$ cat src/logic/afc_pkg.sv
// shared types and constants for the VCO cap bank frequency calibration
package afc_pkg;

    // ----------------------------------------------------------------------
    // widths
    // ----------------------------------------------------------------------
    localparam int CNT_W     = 14;
    localparam int DIVR_W    = 16;
    localparam int WIN_W     = 7;
    localparam int ACC_W     = DIVR_W + WIN_W;
    localparam int TIMER_W   = 7;
    localparam int FRAC_BITS = 8;

    // starting point of the minimum error search
    localparam logic [CNT_W-1:0] ERR_MAX = {CNT_W{1'b1}};

    // ----------------------------------------------------------------------
    // calibration sequence states
    // ----------------------------------------------------------------------
    typedef enum logic [4:0] {
        st_idle         = 5'd0,
        st_band_init    = 5'd1,
        st_wait_settle  = 5'd2,
        st_cntr_reset   = 5'd3,
        st_cntr_en_pre  = 5'd4,
        st_cntr_en      = 5'd5,
        st_cntr_en_post = 5'd6,
        st_cntr_sync    = 5'd7,
        st_band_update  = 5'd8,
        st_band_set_opt = 5'd9,
        st_wait_final   = 5'd10,
        st_done         = 5'd11
    } afc_state_t;

endpackage

$ cat src/logic/afc_ctrl_sync.sv
// synchronizes the calibration enable and turns its rising edge into a start pulse
`timescale 1ns/1ps

module afc_ctrl_sync (
    input  logic clk_gated,
    input  logic rstn,
    input  logic afc_en,
    output logic afc_start
);

    logic [1:0] en_sync;
    logic       en_sync_d1;
    logic       en_pos;
    logic [1:0] start_dly;

    // two-flop synchronizer, then a registered rising edge detect
    always_ff @(posedge clk_gated or negedge rstn) begin
        if (!rstn) begin
            en_sync    <= 2'b00;
            en_sync_d1 <= 1'b0;
            en_pos     <= 1'b0;
        end else begin
            en_sync    <= {en_sync[0], afc_en};
            en_sync_d1 <= en_sync[1];
            en_pos     <= en_sync[1] & ~en_sync_d1;
        end
    end

    // two more cycles before the run begins
    always_ff @(posedge clk_gated or negedge rstn) begin
        if (!rstn) begin
            start_dly <= 2'b00;
        end else begin
            start_dly <= {start_dly[0], en_pos};
        end
    end

    assign afc_start = start_dly[1];

endmodule

$ cat src/logic/afc_target_calc.sv
// computes the rounded target count divr*(window+1)/256 with a shift-and-add loop
`timescale 1ns/1ps

module afc_target_calc
    import afc_pkg::*;
(
    input  logic              clk_gated,
    input  logic              rstn,
    input  logic              afc_start,
    input  logic [DIVR_W-1:0] divr,
    input  logic [WIN_W-1:0]  rg_afc_cnt_time,
    output logic [CNT_W-1:0]  target
);

    localparam int ITER_W = $clog2(WIN_W + 1);

    logic              busy;
    logic [ITER_W-1:0] iter;
    logic [ACC_W-1:0]  acc;
    logic [ACC_W-1:0]  acc_next;
    logic [ACC_W-1:0]  divr_shift;
    logic [WIN_W:0]    win_len;

    // window length in cycles, one more than the code
    assign win_len = {1'b0, rg_afc_cnt_time} + 1'b1;

    // partial product for the multiplier bit under work
    assign divr_shift = win_len[iter] ? (ACC_W'(divr) << iter) : '0;
    assign acc_next   = acc + divr_shift;

    always_ff @(posedge clk_gated or negedge rstn) begin
        if (!rstn) begin
            busy   <= 1'b0;
            iter   <= '0;
            acc    <= '0;
            target <= '0;
        end else if (afc_start) begin
            busy <= 1'b1;
            iter <= '0;
            acc  <= '0;
        end else if (busy) begin
            if (iter == ITER_W'(WIN_W)) begin
                // last bit, drop the fraction and round half up
                busy   <= 1'b0;
                target <= acc_next[FRAC_BITS +: CNT_W] + CNT_W'(acc_next[FRAC_BITS-1]);
            end else begin
                iter <= iter + 1'b1;
                acc  <= acc_next;
            end
        end
    end

endmodule

$ cat src/logic/afc_sequencer.sv
// calibration FSM with the shared state timer and the counter control outputs
`timescale 1ns/1ps

module afc_sequencer
    import afc_pkg::*;
#(
    parameter int CAP_BITS = 7
) (
    input  logic                        clk_gated,
    input  logic                        rstn,
    input  logic                        afc_start,
    input  logic [1:0]                  rg_afc_vcostable_time,
    input  logic [WIN_W-1:0]            rg_afc_cnt_time,
    input  logic                        search_last,
    output logic                        run_init,
    output logic                        step,
    output logic [$clog2(CAP_BITS)-1:0] step_idx,
    output logic                        load_opt,
    output logic                        done,
    output logic                        afc_openloop_en,
    output logic                        afc_cntr_rstn,
    output logic                        afc_cntr_en,
    output logic                        afc_cntr_datasyn,
    output logic                        afc_finish
);

    afc_state_t         state;
    afc_state_t         state_nxt;
    logic [TIMER_W-1:0] timer;
    logic [TIMER_W-1:0] settle_m1;
    logic               settle_end;
    logic               cnt_end;

    // settle wait of 2, 4, 8 or 16 cycles
    always_comb begin
        case (rg_afc_vcostable_time)
            2'd0:    settle_m1 = TIMER_W'(1);
            2'd1:    settle_m1 = TIMER_W'(3);
            2'd2:    settle_m1 = TIMER_W'(7);
            default: settle_m1 = TIMER_W'(15);
        endcase
    end

    assign settle_end = (timer == settle_m1);
    assign cnt_end    = (timer == rg_afc_cnt_time);

    // ----------------------------------------------------------------------
    // state machine
    // ----------------------------------------------------------------------
    always_ff @(posedge clk_gated or negedge rstn) begin
        if (!rstn) begin
            state <= st_idle;
        end else begin
            state <= state_nxt;
        end
    end

    always_comb begin
        state_nxt = state;
        case (state)
            st_idle:         if (afc_start) state_nxt = st_band_init;
            st_band_init:    state_nxt = st_wait_settle;
            st_wait_settle:  if (settle_end) state_nxt = st_cntr_reset;
            st_cntr_reset:   state_nxt = st_cntr_en_pre;
            st_cntr_en_pre:  state_nxt = st_cntr_en;
            st_cntr_en:      if (cnt_end) state_nxt = st_cntr_en_post;
            st_cntr_en_post: state_nxt = st_cntr_sync;
            st_cntr_sync:    state_nxt = st_band_update;
            st_band_update:  state_nxt = search_last ? st_band_set_opt : st_band_init;
            st_band_set_opt: state_nxt = st_wait_final;
            st_wait_final:   if (settle_end) state_nxt = st_done;
            st_done:         state_nxt = st_idle;
            default:         state_nxt = st_idle;
        endcase
    end

    // timer restarts whenever the state changes
    always_ff @(posedge clk_gated or negedge rstn) begin
        if (!rstn) begin
            timer <= '0;
        end else if (state_nxt != state) begin
            timer <= '0;
        end else if (state != st_idle) begin
            timer <= timer + 1'b1;
        end
    end

    // measurement number within the run
    always_ff @(posedge clk_gated or negedge rstn) begin
        if (!rstn) begin
            step_idx <= '0;
        end else if (run_init) begin
            step_idx <= '0;
        end else if (step) begin
            step_idx <= step_idx + 1'b1;
        end
    end

    assign run_init = (state == st_idle) && afc_start;
    assign step     = (state == st_band_update);
    assign load_opt = (state == st_band_set_opt);
    assign done     = (state == st_done);

    // ----------------------------------------------------------------------
    // counter control and run flags
    // ----------------------------------------------------------------------
    always_ff @(posedge clk_gated or negedge rstn) begin
        if (!rstn) begin
            afc_cntr_rstn    <= 1'b1;
            afc_cntr_en      <= 1'b0;
            afc_cntr_datasyn <= 1'b0;
            afc_openloop_en  <= 1'b0;
            afc_finish       <= 1'b0;
        end else begin
            // one low cycle once the VCO has settled
            afc_cntr_rstn    <= !((state == st_wait_settle) && settle_end);
            afc_cntr_datasyn <= (state == st_cntr_sync);
            afc_openloop_en  <= (state_nxt != st_idle);
            if (state == st_cntr_en_pre) begin
                afc_cntr_en <= 1'b1;
            end else if ((state == st_cntr_en) && cnt_end) begin
                afc_cntr_en <= 1'b0;
            end
            if (run_init) begin
                afc_finish <= 1'b0;
            end else if (done) begin
                afc_finish <= 1'b1;
            end
        end
    end

endmodule

$ cat src/logic/afc_band_search.sv
// binary search over the cap band with tracking of the smallest count error
`timescale 1ns/1ps

module afc_band_search
    import afc_pkg::*;
#(
    parameter int CAP_BITS = 7
) (
    input  logic                        clk_gated,
    input  logic                        rstn,
    input  logic                        run_init,
    input  logic                        step,
    input  logic [$clog2(CAP_BITS)-1:0] step_idx,
    input  logic                        load_opt,
    input  logic                        done,
    input  logic [CNT_W-1:0]            target,
    input  logic [CNT_W-1:0]            a2d_afc_ncntr,
    output logic                        search_last,
    output logic [CAP_BITS-1:0]         afc_vco_capband,
    output logic [CNT_W-1:0]            afc_minerr
);

    localparam int IDX_W = $clog2(CAP_BITS);
    localparam logic [CAP_BITS-1:0] BAND_MID = CAP_BITS'(1) << (CAP_BITS - 1);

    logic [CNT_W:0]      err;
    logic [CNT_W:0]      err_neg;
    logic                err_sign;
    logic [CNT_W-1:0]    err_abs;
    logic [CNT_W-1:0]    err_min;
    logic [CAP_BITS-1:0] band_opt;
    logic [CAP_BITS-1:0] test_mask;
    logic [CAP_BITS-1:0] band_next;

    // ----------------------------------------------------------------------
    // error of the current count
    // ----------------------------------------------------------------------
    assign err      = {1'b0, a2d_afc_ncntr} - {1'b0, target};
    assign err_neg  = -err;
    assign err_sign = err[CNT_W];
    assign err_abs  = err_sign ? err_neg[CNT_W-1:0] : err[CNT_W-1:0];

    assign search_last = (step_idx == IDX_W'(CAP_BITS - 1));

    // bit under test, msb first
    assign test_mask = BAND_MID >> step_idx;

    // count below target means the band is too high, so drop the bit;
    // the next lower bit is tried unless this was the lsb
    assign band_next = (afc_vco_capband & ~(err_sign ? test_mask : '0)) | (test_mask >> 1);

    always_ff @(posedge clk_gated or negedge rstn) begin
        if (!rstn) begin
            afc_vco_capband <= BAND_MID;
            band_opt        <= BAND_MID;
            err_min         <= ERR_MAX;
        end else if (run_init) begin
            afc_vco_capband <= BAND_MID;
            band_opt        <= BAND_MID;
            err_min         <= ERR_MAX;
        end else if (step) begin
            afc_vco_capband <= band_next;
            // strictly smaller, the earlier band wins a tie
            if (err_abs < err_min) begin
                err_min  <= err_abs;
                band_opt <= afc_vco_capband;
            end
        end else if (load_opt) begin
            afc_vco_capband <= band_opt;
        end
    end

    // result published at the end of the run
    always_ff @(posedge clk_gated or negedge rstn) begin
        if (!rstn) begin
            afc_minerr <= '0;
        end else if (done) begin
            afc_minerr <= err_min;
        end
    end

endmodule

$ cat src/logic/afc_top.sv
// top level of the VCO cap bank automatic frequency calibration
`timescale 1ns/1ps

module afc_top
    import afc_pkg::*;
#(
    parameter int CAP_BITS = 7
) (
    input  logic                clk_gated,
    input  logic                rstn,
    input  logic                afc_en,
    input  logic [DIVR_W-1:0]   divr,
    input  logic [1:0]          rg_afc_vcostable_time,
    input  logic [WIN_W-1:0]    rg_afc_cnt_time,
    input  logic [CNT_W-1:0]    a2d_afc_ncntr,
    output logic                afc_openloop_en,
    output logic [CAP_BITS-1:0] afc_vco_capband,
    output logic                afc_cntr_rstn,
    output logic                afc_cntr_en,
    output logic                afc_cntr_datasyn,
    output logic [CNT_W-1:0]    afc_minerr,
    output logic                afc_finish
);

    localparam int IDX_W = $clog2(CAP_BITS);

    logic             afc_start;
    logic             run_init;
    logic             step;
    logic [IDX_W-1:0] step_idx;
    logic             load_opt;
    logic             done;
    logic             search_last;
    logic [CNT_W-1:0] target;

    afc_ctrl_sync i_ctrl_sync (
        .clk_gated (clk_gated),
        .rstn      (rstn),
        .afc_en    (afc_en),
        .afc_start (afc_start)
    );

    afc_target_calc i_target_calc (
        .clk_gated       (clk_gated),
        .rstn            (rstn),
        .afc_start       (afc_start),
        .divr            (divr),
        .rg_afc_cnt_time (rg_afc_cnt_time),
        .target          (target)
    );

    afc_sequencer #(
        .CAP_BITS (CAP_BITS)
    ) i_sequencer (
        .clk_gated             (clk_gated),
        .rstn                  (rstn),
        .afc_start             (afc_start),
        .rg_afc_vcostable_time (rg_afc_vcostable_time),
        .rg_afc_cnt_time       (rg_afc_cnt_time),
        .search_last           (search_last),
        .run_init              (run_init),
        .step                  (step),
        .step_idx              (step_idx),
        .load_opt              (load_opt),
        .done                  (done),
        .afc_openloop_en       (afc_openloop_en),
        .afc_cntr_rstn         (afc_cntr_rstn),
        .afc_cntr_en           (afc_cntr_en),
        .afc_cntr_datasyn      (afc_cntr_datasyn),
        .afc_finish            (afc_finish)
    );

    afc_band_search #(
        .CAP_BITS (CAP_BITS)
    ) i_band_search (
        .clk_gated       (clk_gated),
        .rstn            (rstn),
        .run_init        (run_init),
        .step            (step),
        .step_idx        (step_idx),
        .load_opt        (load_opt),
        .done            (done),
        .target          (target),
        .a2d_afc_ncntr   (a2d_afc_ncntr),
        .search_last     (search_last),
        .afc_vco_capband (afc_vco_capband),
        .afc_minerr      (afc_minerr)
    );

endmodule

$ cat config.mk
export PLATFORM = sky130hd
export DESIGN_NAME = afc_top
export DESIGN_NICKNAME = d
export VERILOG_FILES = /design/src/logic/afc_pkg.sv /design/src/logic/afc_ctrl_sync.sv /design/src/logic/afc_target_calc.sv /design/src/logic/afc_sequencer.sv /design/src/logic/afc_band_search.sv /design/src/logic/afc_top.sv
export SDC_FILE = /design/constraint.sdc
export NUM_CORES = 1
export LEC_CHECK = 0
export ABC_CLOCK_PERIOD_IN_PS = 6380
export BUFFER_PORTS_ARGS = -buffer_cell sky130_fd_sc_hd__buf_2
export CORE_MARGIN = 1.5
export CORE_UTILIZATION = 60
export DETAILED_ROUTE_END_ITERATION = 12
export GPL_ROUTABILITY_DRIVEN = 0
export PLACE_DENSITY = 0.78
export SETUP_SLACK_MARGIN = 0.15
export SYNTH_ARGS = -nofsm -noshare
export SYNTH_HDL_FRONTEND = slang
export SYNTH_HIERARCHICAL = 1
export SYNTH_SLANG_ARGS = --single-unit
$ cat constraint.sdc
create_clock -name clk_gated -period 6.38 [get_ports clk_gated]
set_input_delay 1.276 -clock clk_gated [delete_from_list [all_inputs] [get_ports clk_gated]]
set_output_delay 1.276 -clock clk_gated [all_outputs]
set_load 0.02 [all_outputs]
; After elaboration in Yosys (flattened, before gate mapping)
; Cells that the tools add are included.
[op_classes]
n_eq_ne = 19
shift = 2
n_mux = 38
bitwise_logic = 6
addsub = 8
order_cmp = 2
reduce_logical = 18
[ops]
columns = cell, n
row1 = 23-bit two-way mux, 4
row2 = 7-bit two-way mux, 9
row3 = 14-bit two-way mux, 4
row4 = 5-bit one-hot mux with 11 select lines, 1
row5 = 23-bit adder, 1
row6 = 16-bit by 3-bit << shifter with 23-bit output, 1
row7 = 5-bit by 3-bit equality test with 1-bit output (second input constant), 4
row8 = 5-bit by 4-bit equality test with 1-bit output (second input constant), 4
row9 = 5-bit two-way mux, 4
row10 = 3-bit two-way mux, 5
row11 = 14-bit by 14-bit subtractor with 15-bit output, 1
row12 = 14-bit by 1-bit adder with 14-bit output, 1
row13 = 14-bit < comparator, 1
row14 = 14-bit negation, 1
row15 = 4-bit one-hot mux with 3 select lines, 1
row16 = 2-bit nonzero test, 6
row17 = 5-bit by 2-bit equality test with 1-bit output (second input constant), 2
row18 = 5-bit nonzero test, 2
row19 = 7-bit by 1-bit adder with 8-bit output (second input constant), 1
row20 = 1-bit two-way mux, 8
row21 = 7-bit by 1-bit adder with 7-bit output (second input constant), 1
row22 = 7-bit bitwise AND, 1
row23 = 7-bit by 4-bit equality test with 1-bit output, 1
row24 = 7-bit equality test, 1
row25 = other kinds (22), 28
[word_totals]
regBits = 109
in_bits = 42

; Longest topological paths before layout
; Gate-level depths: netlist of the first run.
[depth]
depth_word = 8
ltp_mapped = 22

; By module
; Netlist of the first run, hierarchy kept.
[modules_own_cells]
columns = module, n_inst, cells_per_inst, seq_area_each_um2, area_per_inst_um2
row1 = afc_target_calc, 1, 422, 1001.0, 3607.2
row2 = afc_band_search, 1, 359, 1071.0, 3259.4
row3 = afc_sequencer, 1, 127, 501.7, 1258.7
row4 = afc_ctrl_sync, 1, 7, 150.1, 163.9

; Worst setup path before layout of the first run
; OpenSTA, ideal clock, no wires.
[synth_path]
path_kind = input to register
start = in rg_afc_cnt_time[0]
end = reg i_target_calc.target[12]
path_slack_ns = 0.697
setup_ns = 0.070
required_time_ns = 6.310
path_stages = 21
path_buffers = 1
arrival_ns = 5.613
path_cell_list = ha_1 xor2_1 a21oi_1 nor2_1 o21bai_1 clkbuf_1 nor2_1 ha_1 fa_1 a211oi_2 o21bai_1 a21o_1 a31oi_1 xnor2_1 ha_1 ha_1 nand2_2 nor4_1 nand3_1 or4b_1 nand3_1
[synth_via]
elab_chain_len = 6
[synth_rtl]
columns = item, line_no
row1 = "start, declared", afc_top.sv:14  ; input logic [WIN_W-1:0] rg_afc_cnt_time,
row2 = 7-bit by 1-bit adder with 8-bit output, afc_target_calc.sv:25  ; assign win_len = {1'b0, rg_afc_cnt_time} + 1'b1;
row3 = 1-bit binary-select mux with 3-bit select, afc_target_calc.sv:28  ; assign divr_shift = win_len[iter] ? (ACC_W'(divr) << iter) : '0;
row4 = 1-bit two-way mux (implied by the code), afc_target_calc.sv:28
row5 = 23-bit two-way mux, afc_target_calc.sv:28
row6 = 23-bit adder, afc_target_calc.sv:29  ; assign acc_next = acc + divr_shift;
row7 = 14-bit by 1-bit adder with 14-bit output, afc_target_calc.sv:45  ; target <= acc_next[FRAC_BITS +: CNT_W] + CNT_W'(acc_next[FRAC_BITS-1]);
row8 = "end signal, assigned", afc_target_calc.sv:45
row9 = "end, declared", afc_target_calc.sv:12  ; output logic [CNT_W-1:0] target
; Every way passes these cells. The select of a mux whose other input is x is not followed.
; A chain may end at the register's enable or synchronous reset.

; Worst setup path in the final report of the first run
[layout_path]
start = in a2d_afc_ncntr[0]
end = reg i_band_search.band_opt[2]
[layout_via]
elab_chain_len = 6
[layout_rtl]
columns = item, line_no
row1 = "start, declared", afc_top.sv:15  ; input logic [CNT_W-1:0] a2d_afc_ncntr,
row2 = 14-bit by 14-bit subtractor with 15-bit output (*), afc_band_search.sv:38  ; assign err = {1'b0, a2d_afc_ncntr} - {1'b0, target};
row3 = 14-bit negation, afc_band_search.sv:39  ; assign err_neg = -err;
row4 = 14-bit two-way mux (*), afc_band_search.sv:41  ; assign err_abs = err_sign ? err_neg[CNT_W-1:0] : err[CNT_W-1:0];
row5 = 14-bit < comparator (*), afc_band_search.sv:64  ; if (err_abs < err_min) begin
row6 = 2-bit nonzero test (no line) (*), n/a
row7 = 2-bit AND reduction (no line) (*), n/a
row8 = "end signal, assigned", afc_band_search.sv:66  ; band_opt <= afc_vco_capband;
row9 = "end, declared", afc_band_search.sv:31  ; logic [CAP_BITS-1:0] band_opt;
; Every way passes the cells marked *; elsewhere a longest branch is shown, timed or not.

==> results by group, run 1 <==
Run status
  • Status: complete, no violations

Pwr
  • Pleak: 4.441 nW
  • Power per cell area: 454.1 nW/um^2
  • Worst VDD drop: 0.3682 mV

Floorplan
  • Core area: 13,350 sq um
  • Starting Density: 62.10%
  • Die H: 120.5 microns
  • Ports: 68
  • Die Wd: 120.5 microns
  • Rows: 42
  • Die area: 14,530 sq um

Logic synthesis
  • Number of synthesized flops with an enable pin: 0
  • Area share of the largest cell type after synthesis: 27.47%
  • Cell area after synthesis: 8289 sq um
  • Top post-synthesis cells by area: dfrtp_1 (27%), ha_1 (8.5%), dfstp_2 (5.4%), mux2_2 (4.3%), xnor2_1 (4.1%)
  • Unique masters post-synth: 92
  • Mapped Nets: 1,015
  • Most common flop cell mapped by yosys: dfrtp_1
  • Post-Syn Instances: 915
  • Mean Syn Cell Area: 9.059 sq um
  • Seq cells post-synth: 108
  • Synth Warn #: 6
  • Asr flop ratio synth: 100.0%
  • Area leader, netlist: dfrtp_1
  • Register area share after synthesis: 32.86%

Clock network
  • CTS tree: done
  • CTS hold repair buffers: 0
  • Post-cts gate resize count: 0
  • TritonCTS Sinks: 108
  • Num CTS Buffers: 9
  • Skew-Pair Late Insertion Delay: 360 ps
  • Post-CTS setup buffer count: 0
  • Worst-path clk slew: 70 ps
  • Clock buffer depth: 2
  • Max H-tree Level: 3
  • Root Buffer Master: clkbuf_16

STA
  • Hold Vio Cnt, Final: 0
  • Setup TNS: 0 ps
  • Worst-Margin Slew: 1020 ps
  • Slew Limit Fails: 0
  • WHS: 352.3 ps
  • RSZ-0062 raised after global routing: no
  • Tmin final: 5615 ps
  • Final setup vio count: 0
  • Max Fclk: 178.1 MHz
  • Fin Clk Skew: 6.775 ps
  • Slew HR: 32.03%
  • Tcrit/Tclk final: 88.02%

Cells and area
  • Cell Count, Final, Fillers Out: 1,146
  • Fin nets: 1,065
  • Share of post-route cells with drive strength above 1: 18.87%
  • Area Growth Syn to Fin: 9.177%
  • Ant diodes: 0
  • Fillers: 1,144

Setup path
  • FF-to-FF End: i_target_calc/target[12]
  • Req. time, crit path: 6600 ps
  • CP Class: input pin to flip-flop
  • Worst r2r src: i_target_calc/iter[1]
  • Worst path slowest cell: or4_4
  • CP Cell Sequence: buf_2, inv_1, ha_1, fa_1, nand2b_1, a21oi_1, o22ai_1, xor2_1, nand4b_1, or4_4, o31a_2, xnor2_1, ha_1, nand2b_1, a211o_1, a31oi_1, a211oi_4, buf_4, mux2i_1, nor2_1
  • Delay-heaviest family, CP: compound AO/OA/AOI/OAI gates
  • CP Buf/Inv Count: 3
  • Worst r2r path cells: 18
  • Crit path capture type: flip-flop
  • CP max FO: 10
  • Critical path startpoint category: input pin
  • Slowest stage delay, CP: 450 ps
  • Arrival @ worst endpoint: 5830 ps
  • Reg2Reg Setup Slack: 1080 ps

Flow run
  • Max Cap Violations: 0

GRT
  • Tot GR Track Use: 27.20%
  • Largest net degree at the start of global routing: 80
  • GR Overflow Total: 0
  • Number of global-route vias before repair: 6,686
  • Initial antenna violation count: 0
  • First-pass GRT wire length: 32,020 microns

Detailed routing
  • DRT Pass-1 Iters: 5
  • Vias per cell: 6.070
  • Routed Antenna Nets: 0
  • First DRT Iteration DRCs: 580
  • Routed len/inst: 16.52 microns
  • Detailed Route WL: 18,930 microns
  • Detailed-route via count: 6,956
  • Post-route DRC: 0

Hold path
  • Hold Path End: i_ctrl_sync/start_dly[1]
  • Worst Min Path Start: i_ctrl_sync/start_dly[0]
  • Worst hold path depth: 0
  • Worst Hold Class: flip-flop to flip-flop

Placement
  • Port bufs: 67
  • DPL Wire Length: 14,030 microns
  • Placed Cells: 1,130
==> cells by family (layout without fill, tap and decap cells) <==
kind of cell             count (synthesis)  after routing  share of synthesized area [%]
buffers and inverters                   92            147                          4.543
AND/OR/NAND/NOR                        293            293                          19.15
flip-flops                             108            108                          32.86
multiplexers                            56             56                          7.245
other                                    1              1                        0.04524
XOR/XNOR                                65             65                          6.959
adder cells (fa/ha/maj)                 58             58                          8.936
AO/OA/AOI/OAI                          242            242                          20.26
==> synthesized netlist by cell type, types with 8 or more instances <==
library cell  instances
dfrtp_1              91
nand2_1              86
nor2_1               64
ha_1                 56
inv_1                54
a21oi_1              46
xnor2_1              39
o21ai_0              36
mux2_2               32
xor2_1               25
clkbuf_1             24
mux2i_1              24
nand3_1              23
nor3_1               23
a21o_1               17
dfstp_2              17
o22ai_1              17
a22o_1               15
a31oi_1              14
o211ai_1             12
or3_1                10
o21ai_1               9
and3_1                8
nand2b_1              8
o21bai_1              8
o31ai_1               8
==> sequential cells by signal, indices dropped and copies added, names as in the netlist, 2 cells and up <==
signal,count
i_band_search/afc_minerr,14
i_sequencer/step_idx,3
i_ctrl_sync/en_sync,2
i_sequencer/timer,7
i_target_calc/iter,3
i_band_search/err_min,14
i_band_search/afc_vco_capband,7
i_sequencer/state,5
i_ctrl_sync/start_dly,2
i_target_calc/acc,22
i_band_search/band_opt,7
i_target_calc/target,14
==> per-stage QoR <==
stage          total power [W]  cell area, sq um  utilization (%)  worst slack [ps]
2_1_floorplan         0.002974              8289                -             697.1
3_3_place_gp          0.003480              8761            65.64             596.4
3_5_place_dp          0.003522              8761            65.64             507.0
4_1_cts               0.004097              9050            67.80             849.9
5_1_grt               0.004459              9050            67.80             339.9
6_report              0.004110              9050            67.80             764.5
==> report_power, final <==
part           switching, W  leakage, nW  internal (W)
clock network      0.000278        0.142      0.000276
logic               0.00159         2.93       0.00106
registers          0.000102         1.36      0.000806
==> how the worst max path moves through the flow <==
stage / from / end / slack (ps) / depth (start not counted)
2_1_floorplan: rg_afc_cnt_time[0] / i_target_calc/target[12] / 700 / 21
3_3_place_gp: a2d_afc_ncntr[0] / i_band_search/band_opt[5] / 600 / 20
3_5_place_dp: a2d_afc_ncntr[0] / i_band_search/band_opt[4] / 510 / 20
4_1_cts: rg_afc_cnt_time[0] / i_target_calc/target[12] / 850 / 22
5_1_grt: rg_afc_cnt_time[0] / i_target_calc/target[12] / 340 / 22
6_report: a2d_afc_ncntr[0] / i_band_search/band_opt[2] / 760 / 20
==> layer usage <==
metal | share of wire [%] | up-vias | routed length [microns] | global-route usage, %
li1 | - | 3435 | - | -
met1 | 47 | 3342 | 8815 | 36.63
met2 | 48 | 157 | 9091 | 45.42
met3 | 3.8 | 22 | 722 | 4.623
met4 | 1.6 | 0 | 298 | 7.426
met5 | 0 | - | 0 | 0
==> placed cells by master, fill, tap and decap left out, types with 5 or more instances in the layout <==
cell / count
o31ai_1: 8
xor2_1: 25
dfstp_2: 17
a31oi_1: 14
o21ai_1: 9
dfrtp_1: 91
mux2_2: 32
o21ai_0: 36
buf_2: 66
nand3_1: 23
nand2_1: 86
nor3_1: 23
inv_1: 54
a21oi_1: 46
and3_1: 8
a21o_1: 17
xnor2_1: 39
nand3b_1: 5
o2111ai_1: 6
nor2b_1: 7
nor2_1: 64
nand2b_1: 8
mux2i_1: 24
a211o_1: 5
o22ai_1: 17
o211ai_1: 12
ha_1: 56
and4_1: 5
and2_1: 6
buf_4: 11
nor4_1: 5
clkbuf_16: 9
or3_1: 10
a22o_1: 15
o21bai_1: 8
a211oi_1: 5
o21a_1: 7
==> layout make-up <==
class,count,area (sq um),area share [%]
multi-input cells,715,5201,57.47
flip-flops and latches,108,2724,30.10
repair buffers,77,412.9,4.562
clock buffers,9,225.2,2.489
well taps,176,220.2,2.433
inverters,54,202.7,2.240
clock inverters,7,63.81,0.7051
No activity file was read; power rests on OpenSTA's default activity.
==> run 2: changes to the inputs <==
--- a/config.mk
+++ b/config.mk
@@ -9,6 +9,7 @@
 export BUFFER_PORTS_ARGS = -buffer_cell sky130_fd_sc_hd__buf_2
 export CORE_MARGIN = 1.5
 export CORE_UTILIZATION = 60
+export CTS_BUF_LIST = sky130_fd_sc_hd__clkbuf_4 sky130_fd_sc_hd__clkbuf_8
 export DETAILED_ROUTE_END_ITERATION = 12
 export GPL_ROUTABILITY_DRIVEN = 0
 export PLACE_DENSITY = 0.78
==> results by group, run 2 (same netlist as run 1, synthesis figures left out) <==
GRT
  • GR Overflow Total: 0 (unchanged)
  • Initial antenna violation count: 0 (unchanged)
  • First-pass GRT wire length: 31,470 microns (-1.7%)
  • Largest net degree at the start of global routing: 80 (unchanged)
  • Number of global-route vias before repair: 6,624 (-0.93%)
  • Tot GR Track Use: 26.72% (-0.49 points)

Detailed routing
  • Detailed Route WL: 18,730 microns (-1.0%)
  • Detailed-route via count: 7,009 (+0.76%)
  • Routed len/inst: 16.35 microns (-1.0%)
  • Post-route DRC: 0 (unchanged)
  • Vias per cell: 6.116 (+0.76%)
  • DRT Pass-1 Iters: 5 (unchanged)
  • Routed Antenna Nets: 0 (unchanged)
  • First DRT Iteration DRCs: 524 (-9.7%)

Setup path
  • FF-to-FF End: i_target_calc/target[12]
  • Worst r2r src: i_target_calc/iter[1]
  • Req. time, crit path: 6710 ps (+110 ps)
  • Worst r2r path cells: 18 (unchanged)
  • Slowest stage delay, CP: 530 ps (+80 ps)
  • CP Cell Sequence: buf_2, ha_1, nand3_1, nor3_1, a31oi_1, o32a_1, a21oi_1, nand2_1, o22ai_1, ha_1, a21oi_1, nand2_1, or2_2, a31oi_1, xnor2_1, ha_1, ha_1, nand2_2, nor4_1, nand3_1, or4b_1, nand3_1
  • Reg2Reg Setup Slack: 1060 ps (-20 ps)
  • Critical path startpoint category: input pin
  • CP max FO: 9 (-1)
  • Crit path capture type: flip-flop
  • CP Class: input pin to flip-flop
  • Critical Path Most Common Cell: ha_1
  • Worst path slowest cell: or4b_1
  • Arrival @ worst endpoint: 5890 ps (+60 ps)

Clock network
  • TritonCTS Sinks: 108 (unchanged)
  • Max H-tree Level: 3 (unchanged)
  • Num CTS Buffers: 9 (unchanged)
  • CTS hold repair buffers: 0 (unchanged)
  • Clock buffer depth: 2 (unchanged)
  • Skew-Pair Late Insertion Delay: 400 ps (+40 ps)
  • Root Buffer Master: clkbuf_8
  • CTS tree: done
  • Post-CTS setup buffer count: 0 (unchanged)
  • Worst-path clk slew: 110 ps (+40 ps)
  • Post-cts gate resize count: 0 (unchanged)

Floorplan
  • Die Wd: 120.5 microns (unchanged)
  • Die H: 120.5 microns (unchanged)
  • Die area: 14,530 sq um (unchanged)
  • Ports: 68 (unchanged)
  • Rows: 42 (unchanged)
  • Core area: 13,350 sq um (unchanged)
  • Starting Density: 62.10% (unchanged)

Hold path
  • Worst Hold Class: flip-flop to flip-flop
  • Worst Min Path Start: i_ctrl_sync/start_dly[0]
  • Hold Path End: i_ctrl_sync/start_dly[1]
  • Worst hold path depth: 0 (unchanged)

Placement
  • Placed Cells: 1,130 (unchanged)
  • Worst slack at placement: 507.0 ps (unchanged)
  • DPL Wire Length: 14,030 microns (unchanged)
  • Placed Area: 8761 sq um (unchanged)
  • Port bufs: 67 (unchanged)

Cells and area
  • Biggest register: i_target_calc/acc
  • Area Growth Syn to Fin: 7.955%
  • Ant diodes: 0 (unchanged)
  • Fillers: 1,161 (+1.5%)
  • Commonest non-fill, non-tap cell in the layout: dfrtp_1
  • Share of post-route cells with drive strength above 1: 18.87% (unchanged)
  • Most frequent cells in the layout: dfrtp_1 (91), nand2_1 (86), buf_2 (66), nor2_1 (64), ha_1 (56)
  • Final instance area: 8949 sq um (-1.1%)
  • Fin nets: 1,065 (unchanged)
  • Cell Count, Final, Fillers Out: 1,146 (unchanged)
  • Max FFs per register: 22 (unchanged)

Pwr
  • Net Sw Frac: 49.10% (+1.2 points)
  • Comb pwr share: 66.6% (+2.2 points)
  • Power per cell area: 443.3 nW/um^2 (-2.4%)
  • Clock power share: 10.4% (-3.1 points)
  • Pleak: 4.394 nW (-1.0%)
  • Worst VDD drop: 0.3661 mV (-0.59%)
  • Fraction of power consumed by sequential logic: 22.9% (+0.8 points)
  • Reported net switching power: 0.001948 W (-0.98%)
  • Internal Power: 0.002019 W (-5.8%)

STA
  • Slew Limit Fails: 0 (unchanged)
  • Hold Vio Cnt, Final: 0 (unchanged)
  • Slew HR: 31.34% (-0.69 points)
  • Setup TNS: 0 ps (unchanged)
  • Fin Clk Skew: 12.95 ps (+6.178 ps)
  • Final WS setup: 827.6 ps (+63.12 ps)
  • Tmin final: 5552 ps (-63.13 ps)
  • Final setup vio count: 0 (unchanged)
  • Tcrit/Tclk final: 87.03% (-0.99 points)
  • Max Fclk: 180.1 MHz (+1.1%)
  • Worst-Margin Slew: 1030 ps (+10.30 ps)
  • RSZ-0062 raised after global routing: no
  • WHS: 358.2 ps (+5.912 ps)

Run status
  • Status: complete, no violations

Flow run
  • Max Cap Violations: 0 (unchanged)
## run 2: changes by cell type in the layout (fill, tap and decap cells not counted)
cell | previous run | this run
clkbuf_8 | 0 | 9
clkbuf_16 | 9 | 0
## run 2: critical path: cells and delay by family
| kind | cells | cell delay [ps] |
|---|---|---|
| and+or+nand+nor | 10 | 2230 |
| AOI/OAI and AO/OA | 6 | 1040 |
| xor gates and xnor gates | 1 | 180 |
| buffers and inverters | 1 | 130 |
| adders and majority gates | 4 | 1010 |
## run 2: area by class of cell
cell class	instances	area, sq um	area share [%]
clock buffers	9	123.9	1.384
clock inverters	7	63.81	0.7131
inverters	54	202.7	2.265
multi-input cells	715	5201	58.12
flip-flops and latches	108	2724	30.44
well taps	176	220.2	2.461
repair buffers	77	412.9	4.614
## run 2: metal layers
layer  routed length, microns  vias to the layer above  track usage [%]
met4                      332                        0            8.603
met1                     8815                     3394            36.20
li1                         -                     3445                -
met3                      679                       29            3.726
met5                        0                        -                0
met2                     8904                      141            44.32
## run 2: through the flow
stage | total power [W] | util [%]
6_report | 0.003967 | 67.04
5_1_grt | 0.004311 | 67.04
4_1_cts | 0.003948 | 67.04
3_5_place_dp | 0.003522 | 65.64
3_3_place_gp | 0.003480 | 65.64
2_1_floorplan | 0.002974 | -
## run 2: power by group through the flow
stage / clock, W / combinational (W) / sequential [W]
3_5_place_dp: 0 / 0.00260 / 0.000920
5_1_grt: 0.000447 / 0.00294 / 0.000923
4_1_cts: 0.000423 / 0.00262 / 0.000907
2_1_floorplan: 0 / 0.00210 / 0.000873
3_3_place_gp: 0 / 0.00256 / 0.000915
6_report: 0.000414 / 0.00264 / 0.000910
## run 2: worst max path at each step
stage | start | slack (ps) | end | cells after the start
detailed placement | a2d_afc_ncntr[0] | 510 | i_band_search/band_opt[4] | 20
CTS | rg_afc_cnt_time[0] | 900 | i_target_calc/target[12] | 22
finish | rg_afc_cnt_time[0] | 830 | i_target_calc/target[12] | 22
floorplan | rg_afc_cnt_time[0] | 700 | i_target_calc/target[12] | 21
global placement | a2d_afc_ncntr[0] | 600 | i_band_search/band_opt[5] | 20
global route | rg_afc_cnt_time[0] | 390 | i_target_calc/target[12] | 22
